$ cat config.mk
export PLATFORM = sky130hd
export DESIGN_NAME = core_top
export DESIGN_NICKNAME = d
export VERILOG_FILES = /design/src/hw/core_pkg.sv /design/src/hw/instr_queue.sv /design/src/hw/decode_stage.sv /design/src/hw/execute_stage.sv /design/src/hw/result_stage.sv /design/src/hw/core_top.sv
export SDC_FILE = /design/constraint.sdc
export NUM_CORES = 2
export LEC_CHECK = 0
export ABC_AREA = 1
export ABC_CLOCK_PERIOD_IN_PS = 3000
export BUFFER_PORTS_ARGS = -buffer_cell sky130_fd_sc_hd__buf_4
export CAP_MARGIN = 20
export CORE_MARGIN = 4
export CORE_UTILIZATION = 42
export CTS_CLUSTER_SIZE = 24
export DETAILED_ROUTE_END_ITERATION = 10
export GPL_ROUTABILITY_DRIVEN = 0
export PLACE_DENSITY = 0.58
export SYNTH_ARGS = -nofsm -noshare
export SYNTH_HDL_FRONTEND = slang
export SYNTH_SLANG_ARGS = --single-unit
$ cat constraint.sdc
create_clock -name Clk -period 3 [get_ports Clk]
set_clock_uncertainty 0.2 [all_clocks]
set_input_delay 0.15 -clock Clk [delete_from_list [all_inputs] [get_ports Clk]]
set_output_delay 0.15 -clock Clk [all_outputs]
set_load 0.005 [all_outputs]
$ cat src/hw/core_pkg.sv
package core_pkg;

    typedef logic [31:0] word_t;    // data, instruction or pc
    typedef logic [4:0]  reg_id_t;
    typedef logic [5:0]  opcode_t;
    typedef logic [5:0]  funct_t;
    typedef logic [4:0]  shamt_t;
    typedef logic [3:0]  alu_op_t;

    // major opcodes
    localparam opcode_t OP_SPECIAL = 6'h00;
    localparam opcode_t OP_ADDIU   = 6'h09;
    localparam opcode_t OP_SLTI    = 6'h0a;
    localparam opcode_t OP_ANDI    = 6'h0c;
    localparam opcode_t OP_ORI     = 6'h0d;
    localparam opcode_t OP_XORI    = 6'h0e;
    localparam opcode_t OP_LUI     = 6'h0f;

    // funct field under OP_SPECIAL
    localparam funct_t FN_SLL  = 6'h00;
    localparam funct_t FN_SRL  = 6'h02;
    localparam funct_t FN_ADDU = 6'h21;
    localparam funct_t FN_SUBU = 6'h23;
    localparam funct_t FN_AND  = 6'h24;
    localparam funct_t FN_OR   = 6'h25;
    localparam funct_t FN_XOR  = 6'h26;
    localparam funct_t FN_SLT  = 6'h2a;
    localparam funct_t FN_SLTU = 6'h2b;

    localparam alu_op_t ALU_ADD  = 4'd0;
    localparam alu_op_t ALU_SUB  = 4'd1;
    localparam alu_op_t ALU_AND  = 4'd2;
    localparam alu_op_t ALU_OR   = 4'd3;
    localparam alu_op_t ALU_XOR  = 4'd4;
    localparam alu_op_t ALU_SLT  = 4'd5;
    localparam alu_op_t ALU_SLTU = 4'd6;
    localparam alu_op_t ALU_SLL  = 4'd7;
    localparam alu_op_t ALU_SRL  = 4'd8;
    localparam alu_op_t ALU_LUI  = 4'd9;

endpackage

$ cat src/hw/instr_queue.sv
`timescale 1ns/10ps

module instr_queue import core_pkg::*; #(
    parameter int QUEUE_DEPTH = 4
) (
    input  logic  Clk,
    input  logic  Myreset,
    input  logic  instr_valid_i,
    input  word_t instr_i,
    output logic  head_valid_o,
    output word_t head_instr_o,
    output logic  credit_o
);

    localparam int PTR_W = (QUEUE_DEPTH > 1) ? $clog2(QUEUE_DEPTH) : 1;
    localparam int CNT_W = $clog2(QUEUE_DEPTH + 1);

    word_t            mem [QUEUE_DEPTH];
    logic [PTR_W-1:0] wr_ptr;
    logic [PTR_W-1:0] rd_ptr;
    logic [CNT_W-1:0] count;
    logic             full;
    logic             push;
    logic             pop;

    function automatic logic [PTR_W-1:0] next_ptr(input logic [PTR_W-1:0] p);
        return (p == PTR_W'(QUEUE_DEPTH - 1)) ? '0 : p + 1'b1;   // depth need not be 2^n
    endfunction

    assign full = (count == CNT_W'(QUEUE_DEPTH));
    assign pop  = (count != '0);    // decode never stalls
    // a push into a full queue breaks the credit rule and is dropped
    assign push = instr_valid_i && !full;

    always_ff @(posedge Clk) begin
        if (Myreset) begin
            wr_ptr <= '0;
            rd_ptr <= '0;
            count  <= '0;
        end else begin
            if (push) begin
                wr_ptr <= next_ptr(wr_ptr);
            end
            if (pop) begin
                rd_ptr <= next_ptr(rd_ptr);
            end
            count <= count + CNT_W'(push) - CNT_W'(pop);
        end
    end

    always_ff @(posedge Clk) begin
        if (push) begin
            mem[wr_ptr] <= instr_i;
        end
    end

    assign head_valid_o = pop;
    assign head_instr_o = mem[rd_ptr];
    assign credit_o     = pop;  // one credit back per entry popped

endmodule

$ cat src/hw/decode_stage.sv
`timescale 1ns/10ps

module decode_stage import core_pkg::*; #(
    parameter word_t RESET_PC = 32'hBFC0_0000
) (
    input  logic    Clk,
    input  logic    Myreset,
    input  logic    head_valid_i,
    input  word_t   head_instr_i,
    output reg_id_t rs_id_o,
    output reg_id_t rt_id_o,
    input  word_t   rs_data_i,
    input  word_t   rt_data_i,
    input  word_t   alu_now_i,
    input  logic    e_valid_i,
    input  logic    e_wen_i,
    input  reg_id_t e_dest_i,
    input  word_t   e_result_i,
    output logic    d_valid_o,
    output word_t   d_pc_o,
    output alu_op_t d_alu_op_o,
    output word_t   d_op_a_o,
    output word_t   d_op_b_o,
    output shamt_t  d_shamt_o,
    output reg_id_t d_dest_o,
    output logic    d_wen_o
);

    opcode_t     opcode;
    funct_t      funct;
    reg_id_t     rs;
    reg_id_t     rt;
    reg_id_t     rd;
    shamt_t      shamt;
    logic [15:0] imm;
    alu_op_t     alu_op;
    logic        known;
    logic        r_type;
    logic        sign_ext;
    word_t       imm_ext;
    reg_id_t     dest;
    word_t       rs_val;
    word_t       rt_val;
    word_t       pc_q;

    assign opcode = head_instr_i[31:26];
    assign rs     = head_instr_i[25:21];
    assign rt     = head_instr_i[20:16];
    assign rd     = head_instr_i[15:11];
    assign shamt  = head_instr_i[10:6];
    assign funct  = head_instr_i[5:0];
    assign imm    = head_instr_i[15:0];

    always_comb begin
        alu_op   = ALU_ADD;
        known    = 1'b1;
        r_type   = 1'b0;
        sign_ext = 1'b0;
        case (opcode)
            OP_SPECIAL: begin
                r_type = 1'b1;
                case (funct)
                    FN_ADDU: alu_op = ALU_ADD;
                    FN_SUBU: alu_op = ALU_SUB;
                    FN_AND:  alu_op = ALU_AND;
                    FN_OR:   alu_op = ALU_OR;
                    FN_XOR:  alu_op = ALU_XOR;
                    FN_SLT:  alu_op = ALU_SLT;
                    FN_SLTU: alu_op = ALU_SLTU;
                    FN_SLL:  alu_op = ALU_SLL;
                    FN_SRL:  alu_op = ALU_SRL;
                    default: known  = 1'b0;
                endcase
            end
            OP_ADDIU: sign_ext = 1'b1;
            OP_SLTI: begin
                alu_op   = ALU_SLT;
                sign_ext = 1'b1;
            end
            OP_ANDI: alu_op = ALU_AND;
            OP_ORI:  alu_op = ALU_OR;
            OP_XORI: alu_op = ALU_XOR;
            OP_LUI:  alu_op = ALU_LUI;
            default: known  = 1'b0;    // retires as a no-op
        endcase
    end

    assign imm_ext = sign_ext ? {{16{imm[15]}}, imm} : {16'b0, imm};
    assign dest    = r_type ? rd : rt;
    assign rs_id_o = rs;
    assign rt_id_o = rt;

    // youngest producer wins, r0 never matches since its wen is low
    function automatic word_t forward(input reg_id_t id, input word_t rf_val);
        if (d_valid_o && d_wen_o && (d_dest_o == id)) begin
            return alu_now_i;
        end
        if (e_valid_i && e_wen_i && (e_dest_i == id)) begin
            return e_result_i;
        end
        return rf_val;
    endfunction

    assign rs_val = forward(rs, rs_data_i);
    assign rt_val = forward(rt, rt_data_i);

    always_ff @(posedge Clk) begin
        if (Myreset) begin
            pc_q      <= RESET_PC;
            d_valid_o <= 1'b0;
            d_wen_o   <= 1'b0;
        end else begin
            d_valid_o <= head_valid_i;
            d_wen_o   <= head_valid_i && known && (dest != '0);
            if (head_valid_i) begin
                pc_q <= pc_q + 32'd4;
            end
        end
    end

    always_ff @(posedge Clk) begin
        d_pc_o     <= pc_q;
        d_alu_op_o <= alu_op;
        d_op_a_o   <= rs_val;
        d_op_b_o   <= r_type ? rt_val : imm_ext;
        d_shamt_o  <= shamt;
        d_dest_o   <= dest;
    end

endmodule

$ cat src/hw/execute_stage.sv
`timescale 1ns/10ps

module execute_stage import core_pkg::*; (
    input  logic    Clk,
    input  logic    Myreset,
    input  logic    d_valid_i,
    input  word_t   d_pc_i,
    input  alu_op_t d_alu_op_i,
    input  word_t   d_op_a_i,
    input  word_t   d_op_b_i,
    input  shamt_t  d_shamt_i,
    input  reg_id_t d_dest_i,
    input  logic    d_wen_i,
    output word_t   alu_now_o,
    output logic    e_valid_o,
    output word_t   e_pc_o,
    output reg_id_t e_dest_o,
    output logic    e_wen_o,
    output word_t   e_result_o
);

    // also feeds decode forwarding in the same cycle
    always_comb begin
        case (d_alu_op_i)
            ALU_ADD:  alu_now_o = d_op_a_i + d_op_b_i;
            ALU_SUB:  alu_now_o = d_op_a_i - d_op_b_i;
            ALU_AND:  alu_now_o = d_op_a_i & d_op_b_i;
            ALU_OR:   alu_now_o = d_op_a_i | d_op_b_i;
            ALU_XOR:  alu_now_o = d_op_a_i ^ d_op_b_i;
            ALU_SLT:  alu_now_o = {31'b0, $signed(d_op_a_i) < $signed(d_op_b_i)};
            ALU_SLTU: alu_now_o = {31'b0, d_op_a_i < d_op_b_i};
            ALU_SLL:  alu_now_o = d_op_b_i << d_shamt_i;
            ALU_SRL:  alu_now_o = d_op_b_i >> d_shamt_i;   // logical
            ALU_LUI:  alu_now_o = d_op_b_i << 16;
            default:  alu_now_o = '0;
        endcase
    end

    always_ff @(posedge Clk) begin
        if (Myreset) begin
            e_valid_o <= 1'b0;
            e_wen_o   <= 1'b0;
        end else begin
            e_valid_o <= d_valid_i;
            e_wen_o   <= d_valid_i && d_wen_i;
        end
    end

    always_ff @(posedge Clk) begin
        e_pc_o     <= d_pc_i;
        e_dest_o   <= d_dest_i;
        e_result_o <= alu_now_o;
    end

endmodule

$ cat src/hw/result_stage.sv
`timescale 1ns/10ps

module result_stage import core_pkg::*; (
    input  logic       Clk,
    input  logic       Myreset,
    input  logic       e_valid_i,
    input  word_t      e_pc_i,
    input  reg_id_t    e_dest_i,
    input  logic       e_wen_i,
    input  word_t      e_result_i,
    input  reg_id_t    rs_id_i,
    input  reg_id_t    rt_id_i,
    output word_t      rs_data_o,
    output word_t      rt_data_o,
    output logic       debug_wb_valid_o,
    output word_t      debug_wb_pc_o,
    output logic [3:0] debug_wb_rf_wen_o,
    output reg_id_t    debug_wb_rf_wnum_o,
    output word_t      debug_wb_rf_wdata_o
);

    word_t rf [1:31];   // r0 is hardwired
    logic  wb_wen;

    // written on the same edge the write-back register loads
    always_ff @(posedge Clk) begin
        if (e_valid_i && e_wen_i) begin
            rf[e_dest_i] <= e_result_i;    // e_wen_i is never set for r0
        end
    end

    assign rs_data_o = (rs_id_i == '0) ? '0 : rf[rs_id_i];
    assign rt_data_o = (rt_id_i == '0) ? '0 : rf[rt_id_i];

    always_ff @(posedge Clk) begin
        if (Myreset) begin
            debug_wb_valid_o <= 1'b0;
            wb_wen           <= 1'b0;
        end else begin
            debug_wb_valid_o <= e_valid_i;
            wb_wen           <= e_valid_i && e_wen_i;
        end
    end

    always_ff @(posedge Clk) begin
        debug_wb_pc_o       <= e_pc_i;
        debug_wb_rf_wnum_o  <= e_dest_i;
        debug_wb_rf_wdata_o <= e_result_i;
    end

    // full word or nothing
    assign debug_wb_rf_wen_o = wb_wen ? 4'b1111 : 4'b0000;

endmodule

$ cat src/hw/core_top.sv
`timescale 1ns/10ps

module core_top import core_pkg::*; #(
    parameter int    QUEUE_DEPTH = 4,
    parameter word_t RESET_PC    = 32'hBFC0_0000
) (
    input  logic       Clk,
    input  logic       Myreset,
    input  logic       instr_valid_i,
    input  word_t      instr_i,
    output logic       credit_o,
    output logic       debug_wb_valid_o,
    output word_t      debug_wb_pc_o,
    output logic [3:0] debug_wb_rf_wen_o,
    output reg_id_t    debug_wb_rf_wnum_o,
    output word_t      debug_wb_rf_wdata_o
);

    logic    head_valid;
    word_t   head_instr;
    reg_id_t rs_id;
    reg_id_t rt_id;
    word_t   rs_data;
    word_t   rt_data;
    word_t   alu_now;

    logic    d_valid;
    word_t   d_pc;
    alu_op_t d_alu_op;
    word_t   d_op_a;
    word_t   d_op_b;
    shamt_t  d_shamt;
    reg_id_t d_dest;
    logic    d_wen;

    logic    e_valid;
    word_t   e_pc;
    reg_id_t e_dest;
    logic    e_wen;
    word_t   e_result;

    instr_queue #(.QUEUE_DEPTH(QUEUE_DEPTH)) u_queue (
        .Clk(Clk), .Myreset(Myreset),
        .instr_valid_i(instr_valid_i), .instr_i(instr_i),
        .head_valid_o(head_valid), .head_instr_o(head_instr),
        .credit_o(credit_o)
    );

    decode_stage #(.RESET_PC(RESET_PC)) u_decode (
        .Clk(Clk), .Myreset(Myreset),
        .head_valid_i(head_valid), .head_instr_i(head_instr),
        .rs_id_o(rs_id), .rt_id_o(rt_id), .rs_data_i(rs_data), .rt_data_i(rt_data),
        .alu_now_i(alu_now),
        .e_valid_i(e_valid), .e_wen_i(e_wen), .e_dest_i(e_dest), .e_result_i(e_result),
        .d_valid_o(d_valid), .d_pc_o(d_pc), .d_alu_op_o(d_alu_op),
        .d_op_a_o(d_op_a), .d_op_b_o(d_op_b), .d_shamt_o(d_shamt),
        .d_dest_o(d_dest), .d_wen_o(d_wen)
    );

    execute_stage u_execute (
        .Clk(Clk), .Myreset(Myreset),
        .d_valid_i(d_valid), .d_pc_i(d_pc), .d_alu_op_i(d_alu_op),
        .d_op_a_i(d_op_a), .d_op_b_i(d_op_b), .d_shamt_i(d_shamt),
        .d_dest_i(d_dest), .d_wen_i(d_wen),
        .alu_now_o(alu_now),
        .e_valid_o(e_valid), .e_pc_o(e_pc), .e_dest_o(e_dest),
        .e_wen_o(e_wen), .e_result_o(e_result)
    );

    result_stage u_result (
        .Clk(Clk), .Myreset(Myreset),
        .e_valid_i(e_valid), .e_pc_i(e_pc), .e_dest_i(e_dest),
        .e_wen_i(e_wen), .e_result_i(e_result),
        .rs_id_i(rs_id), .rt_id_i(rt_id), .rs_data_o(rs_data), .rt_data_o(rt_data),
        .debug_wb_valid_o(debug_wb_valid_o), .debug_wb_pc_o(debug_wb_pc_o),
        .debug_wb_rf_wen_o(debug_wb_rf_wen_o), .debug_wb_rf_wnum_o(debug_wb_rf_wnum_o),
        .debug_wb_rf_wdata_o(debug_wb_rf_wdata_o)
    );

endmodule

==> flow_summary_export.csv <==
group,metric,value,unit
sta,setup_viol,1,
finish,fin_area,0.0904,sq mm
worst_setup_path,slowest_delay,0.58,ns
detailed_routing,routedWlPerCell,25.7,um
worst_hold_path,holdCritPathClass,"input port to register",
sta,hold_viol,0,
finish,fillers,16200,
detailed_routing,avgViaCountPerCell,5.96,
worst_setup_path,crit_buf_inv,3,
run_status,violations,"negative setup slack",
die,core-area,0.177,sq mm
synthesis,synth_top_flop_cell,"edfxtp_1",
sta,fmax,0.332,GHz
synthesis,async_reset_ff_share,0,%
cts,cts_buffer_depth,3,
synthesis,avgSynthCellArea,8.15,sq um
global_route,grt_pass1_wl,445,mm
die,dieArea,0.185,sq mm
finish,area_delta_synth_final,20.8,%
worst_setup_path,crit_type,"register to register",
synthesis,synth_edf_count,1120,
synthesis,netlist_instances,9178,
cts,cts_root_buf,"clkbuf_16",
synthesis,syn_area,0.0748,sq mm
worst_setup_path,cpLargestDelayFamily,"simple AND/OR/NAND/NOR gates",
cts,cts.sinks,1407,
job,cap_violations,0,
detailed_routing,route.detailed.drc,0,
sta,setup_tns,-0.0104,ns
synthesis,yosysUniqueCellTypes,55,
worst_setup_path,crit_start,"u_decode.d_op_a_o[25]",
detailed_routing,vias,72600,
detailed_routing,first_pass_iters,8,
worst_setup_path,crit_top_cell,"nand2_1",
global_route,gr-total-overflow,0,
worst_setup_path,reg2reg_slack,-0.01,ns
sta,setup_slack,-0.0104,ns
finish,drive_above_1_share,13.1,%
sta,slew-limit-headroom,49.4,%
synthesis,synth_seq_cells,1407,
die,num_io_pins,110,
run_status,status,"finished with violations",
worst_setup_path,cpMaxStageDelayCell,"ha_1",
synthesis,synth.area.top_cells,"edfxtp_1, nand2_1, nand3_1",
synthesis,yosysTopAreaCellShare,44.9,%
worst_setup_path,cp-end-kind,"register",
worst_setup_path,cp-endpoint,"u_decode.d_op_b_o[0]",
placed_design,io_buffers,107,
synthesis,ys.warnings.count,0,
sta,tightest_slew,0.757,ns
finish,final_nets,9840,
cts,htreeDepth,4,
global_route,grt_max_degree,70,
placed_design,dp_hpwl,205,mm
sta,period_share,100,%
sta,holdWs,0.105,ns
synthesis,ys_seq_area_share,52.6,%
die,die_y,430,um
detailed_routing,dr.first_iter.drc_count,11500,
sta,rsz0062_at_grt,"yes",
detailed_routing,ant_nets,0,
synthesis,yosys.area.top_type,"edfxtp_1",
cts,clkTransAtPathRegs,0.06,ns
cts,cts-buffers-inserted,156,
worst_setup_path,cp.required,3.53,ns
die,die_x,430,um
global_route,antenna_found_initial,12,
worst_setup_path,path_cells,"inv_1 -> ha_1 -> o21bai_1 -> nand2_1 -> nand2_1 -> nand2_1 -> nand2_1 -> a21oi_1 -> nand2_1 -> nor2_1 -> nor2_1 -> buf_4 -> nand3_1 -> nand2_1 -> inv_1 -> nand2_1 -> nand2_1",
finish,fin_util,51.2,%
die,start_util,42.4,%
placed_design,placed_cell_area,0.0833,sq mm
worst_setup_path,cp.depth,17,
global_route,grtUsageTotal,32.2,%
synthesis,ys_top_cells_by_count,"nand2_1, nand3_1, edfxtp_1",
worst_setup_path,r2r-end,"u_decode.d_op_b_o[0]",
worst_setup_path,critical_path_arrival,3.54,ns
worst_setup_path,ff2ff_path_depth,17,
detailed_routing,drt_wl_total,313,mm
die,rows,154,
worst_setup_path,startpoint_type,"register",
synthesis,synth_most_common_cell,"nand2_1",
global_route,grt_pass1_vias,66900,
cts,clkLatencyLatePin,0.82,ns
sta,report.final.slew_viol_count,0,
worst_setup_path,cp_max_fo,7,
cts,tritoncts,"yes",
sta,fin_crit,3.01,ns
worst_setup_path,r2r-start,"u_decode.d_op_a_o[25]",
==> metal layers <==
metal,vias up,wire [um],share of wire (%),track usage [%]
li1,32100,-,-,-
met1,34300,119000,38,43.1
met3,1027,40100,13,7.86
met4,4,18400,5.9,16.4
met5,-,23,0.0074,0
met2,5209,135000,43,48.5
==> layout by cell type, fill, tap and decap left out, types with 12 or more instances in the layout <==
cell / netlist / layout
nand4_1: 83 / 83
a21oi_1: 231 / 227
and2_1: 12 / 12
buf_6: 22 / 18
buf_12: 0 / 127
bufinv_16: 0 / 13
nor3_1: 28 / 27
o21ai_0: 163 / 159
nand2_2: 10 / 18
edfxtp_1: 1120 / 1120
nand3_2: 6 / 30
clkbuf_8: 0 / 13
buf_4: 70 / 698
clkbuf_1: 145 / 43
nor2_4: 2 / 39
clkinv_2: 0 / 26
clkbuf_16: 0 / 171
o211ai_1: 80 / 80
nand3_1: 2165 / 2135
nor2_2: 9 / 18
o21ai_1: 40 / 43
nor2_1: 512 / 466
ha_1: 107 / 103
clkinv_1: 13 / 27
buf_16: 0 / 22
nand2_1: 2934 / 2916
nand3b_1: 42 / 42
o22ai_1: 43 / 43
inv_1: 602 / 599
xor2_1: 12 / 12
dfxtp_1: 287 / 279
dlygate4sd3_1: 0 / 66
==> how the worst min path moves through the flow <==
stage,from,end,slack (ns),cells after the start
finish,Myreset,u_decode.pc_q[15],0.10,3
floorplan,instr_i[0],u_queue.mem[0][0],0.05,0
detailed placement,u_execute.e_pc_o[23],u_result.debug_wb_pc_o[23],0.11,0
global route,Myreset,u_queue.count[0],0.10,3
CTS,Myreset,u_decode.pc_q[17],0.02,3
global placement,u_execute.e_pc_o[23],u_result.debug_wb_pc_o[23],0.11,0
==> worst min-delay path, stage by stage <==
cell and delay, ns:
dlygate4sd3_1 0.54, buf_4 0.25, nor2_1 0.13
==> what timing repair did <==
action	CTS	global route
gates cloned	1	14
gates resized for setup	17	129
endpoints found under the hold margin	156	0
endpoints found under the setup margin	9	66
pin swaps	1	9
hold buffers	66	0
setup buffers	3	17
==> sequential cells by signal, indices dropped and copies added, names as in the netlist, 32 cells and up, named ones only <==
register	cells
u_result.rf	992
u_decode.d_op_a_o	32
u_queue.mem	128
u_result.debug_wb_rf_wdata_o	32
u_decode.d_op_b_o	32
u_execute.e_result_o	32
==> cell type report <==
type / count / area [sq um] / area share, %
flip-flops and latches: 1407 / 39400 / 43.6
multi-input cells: 6551 / 30800 / 34.0
repair buffers: 949 / 9670 / 10.7
clock buffers: 214 / 4290 / 4.75
well taps: 2340 / 2930 / 3.24
inverters: 630 / 2430 / 2.68
clock inverters: 76 / 941 / 1.04
diodes: 6 / 15.0 / 0.0166
==> cell families (layout without fill, tap and decap cells) <==
family | after synthesis | after routing | synth area share (%)
AOI/OAI and AO/OA | 594 | 594 | 4.45
muxes | 1 | 1 | 0.0134
DFF | 1407 | 1407 | 52.6
xor gates and xnor gates | 15 | 15 | 0.176
buffers and inverters | 1222 | 1869 | 7.20
other | 1 | 8 | 0.00501
adders and majority gates | 110 | 110 | 1.87
and+or+nand+nor | 5828 | 5829 | 33.7
==> through the flow <==
stage	worst slack (ns)	cells
2_1_floorplan	0.263	9179
3_3_place_gp	-0.306	11800
3_5_place_dp	-0.336	11800
4_1_cts	-0.00825	12100
5_1_grt	-0.0730	12200
6_report	-0.0104	12200
Power is left out: the tool's default activity adds up to more than one toggle a clock period on the data nets, which glitch-free logic cannot reach.
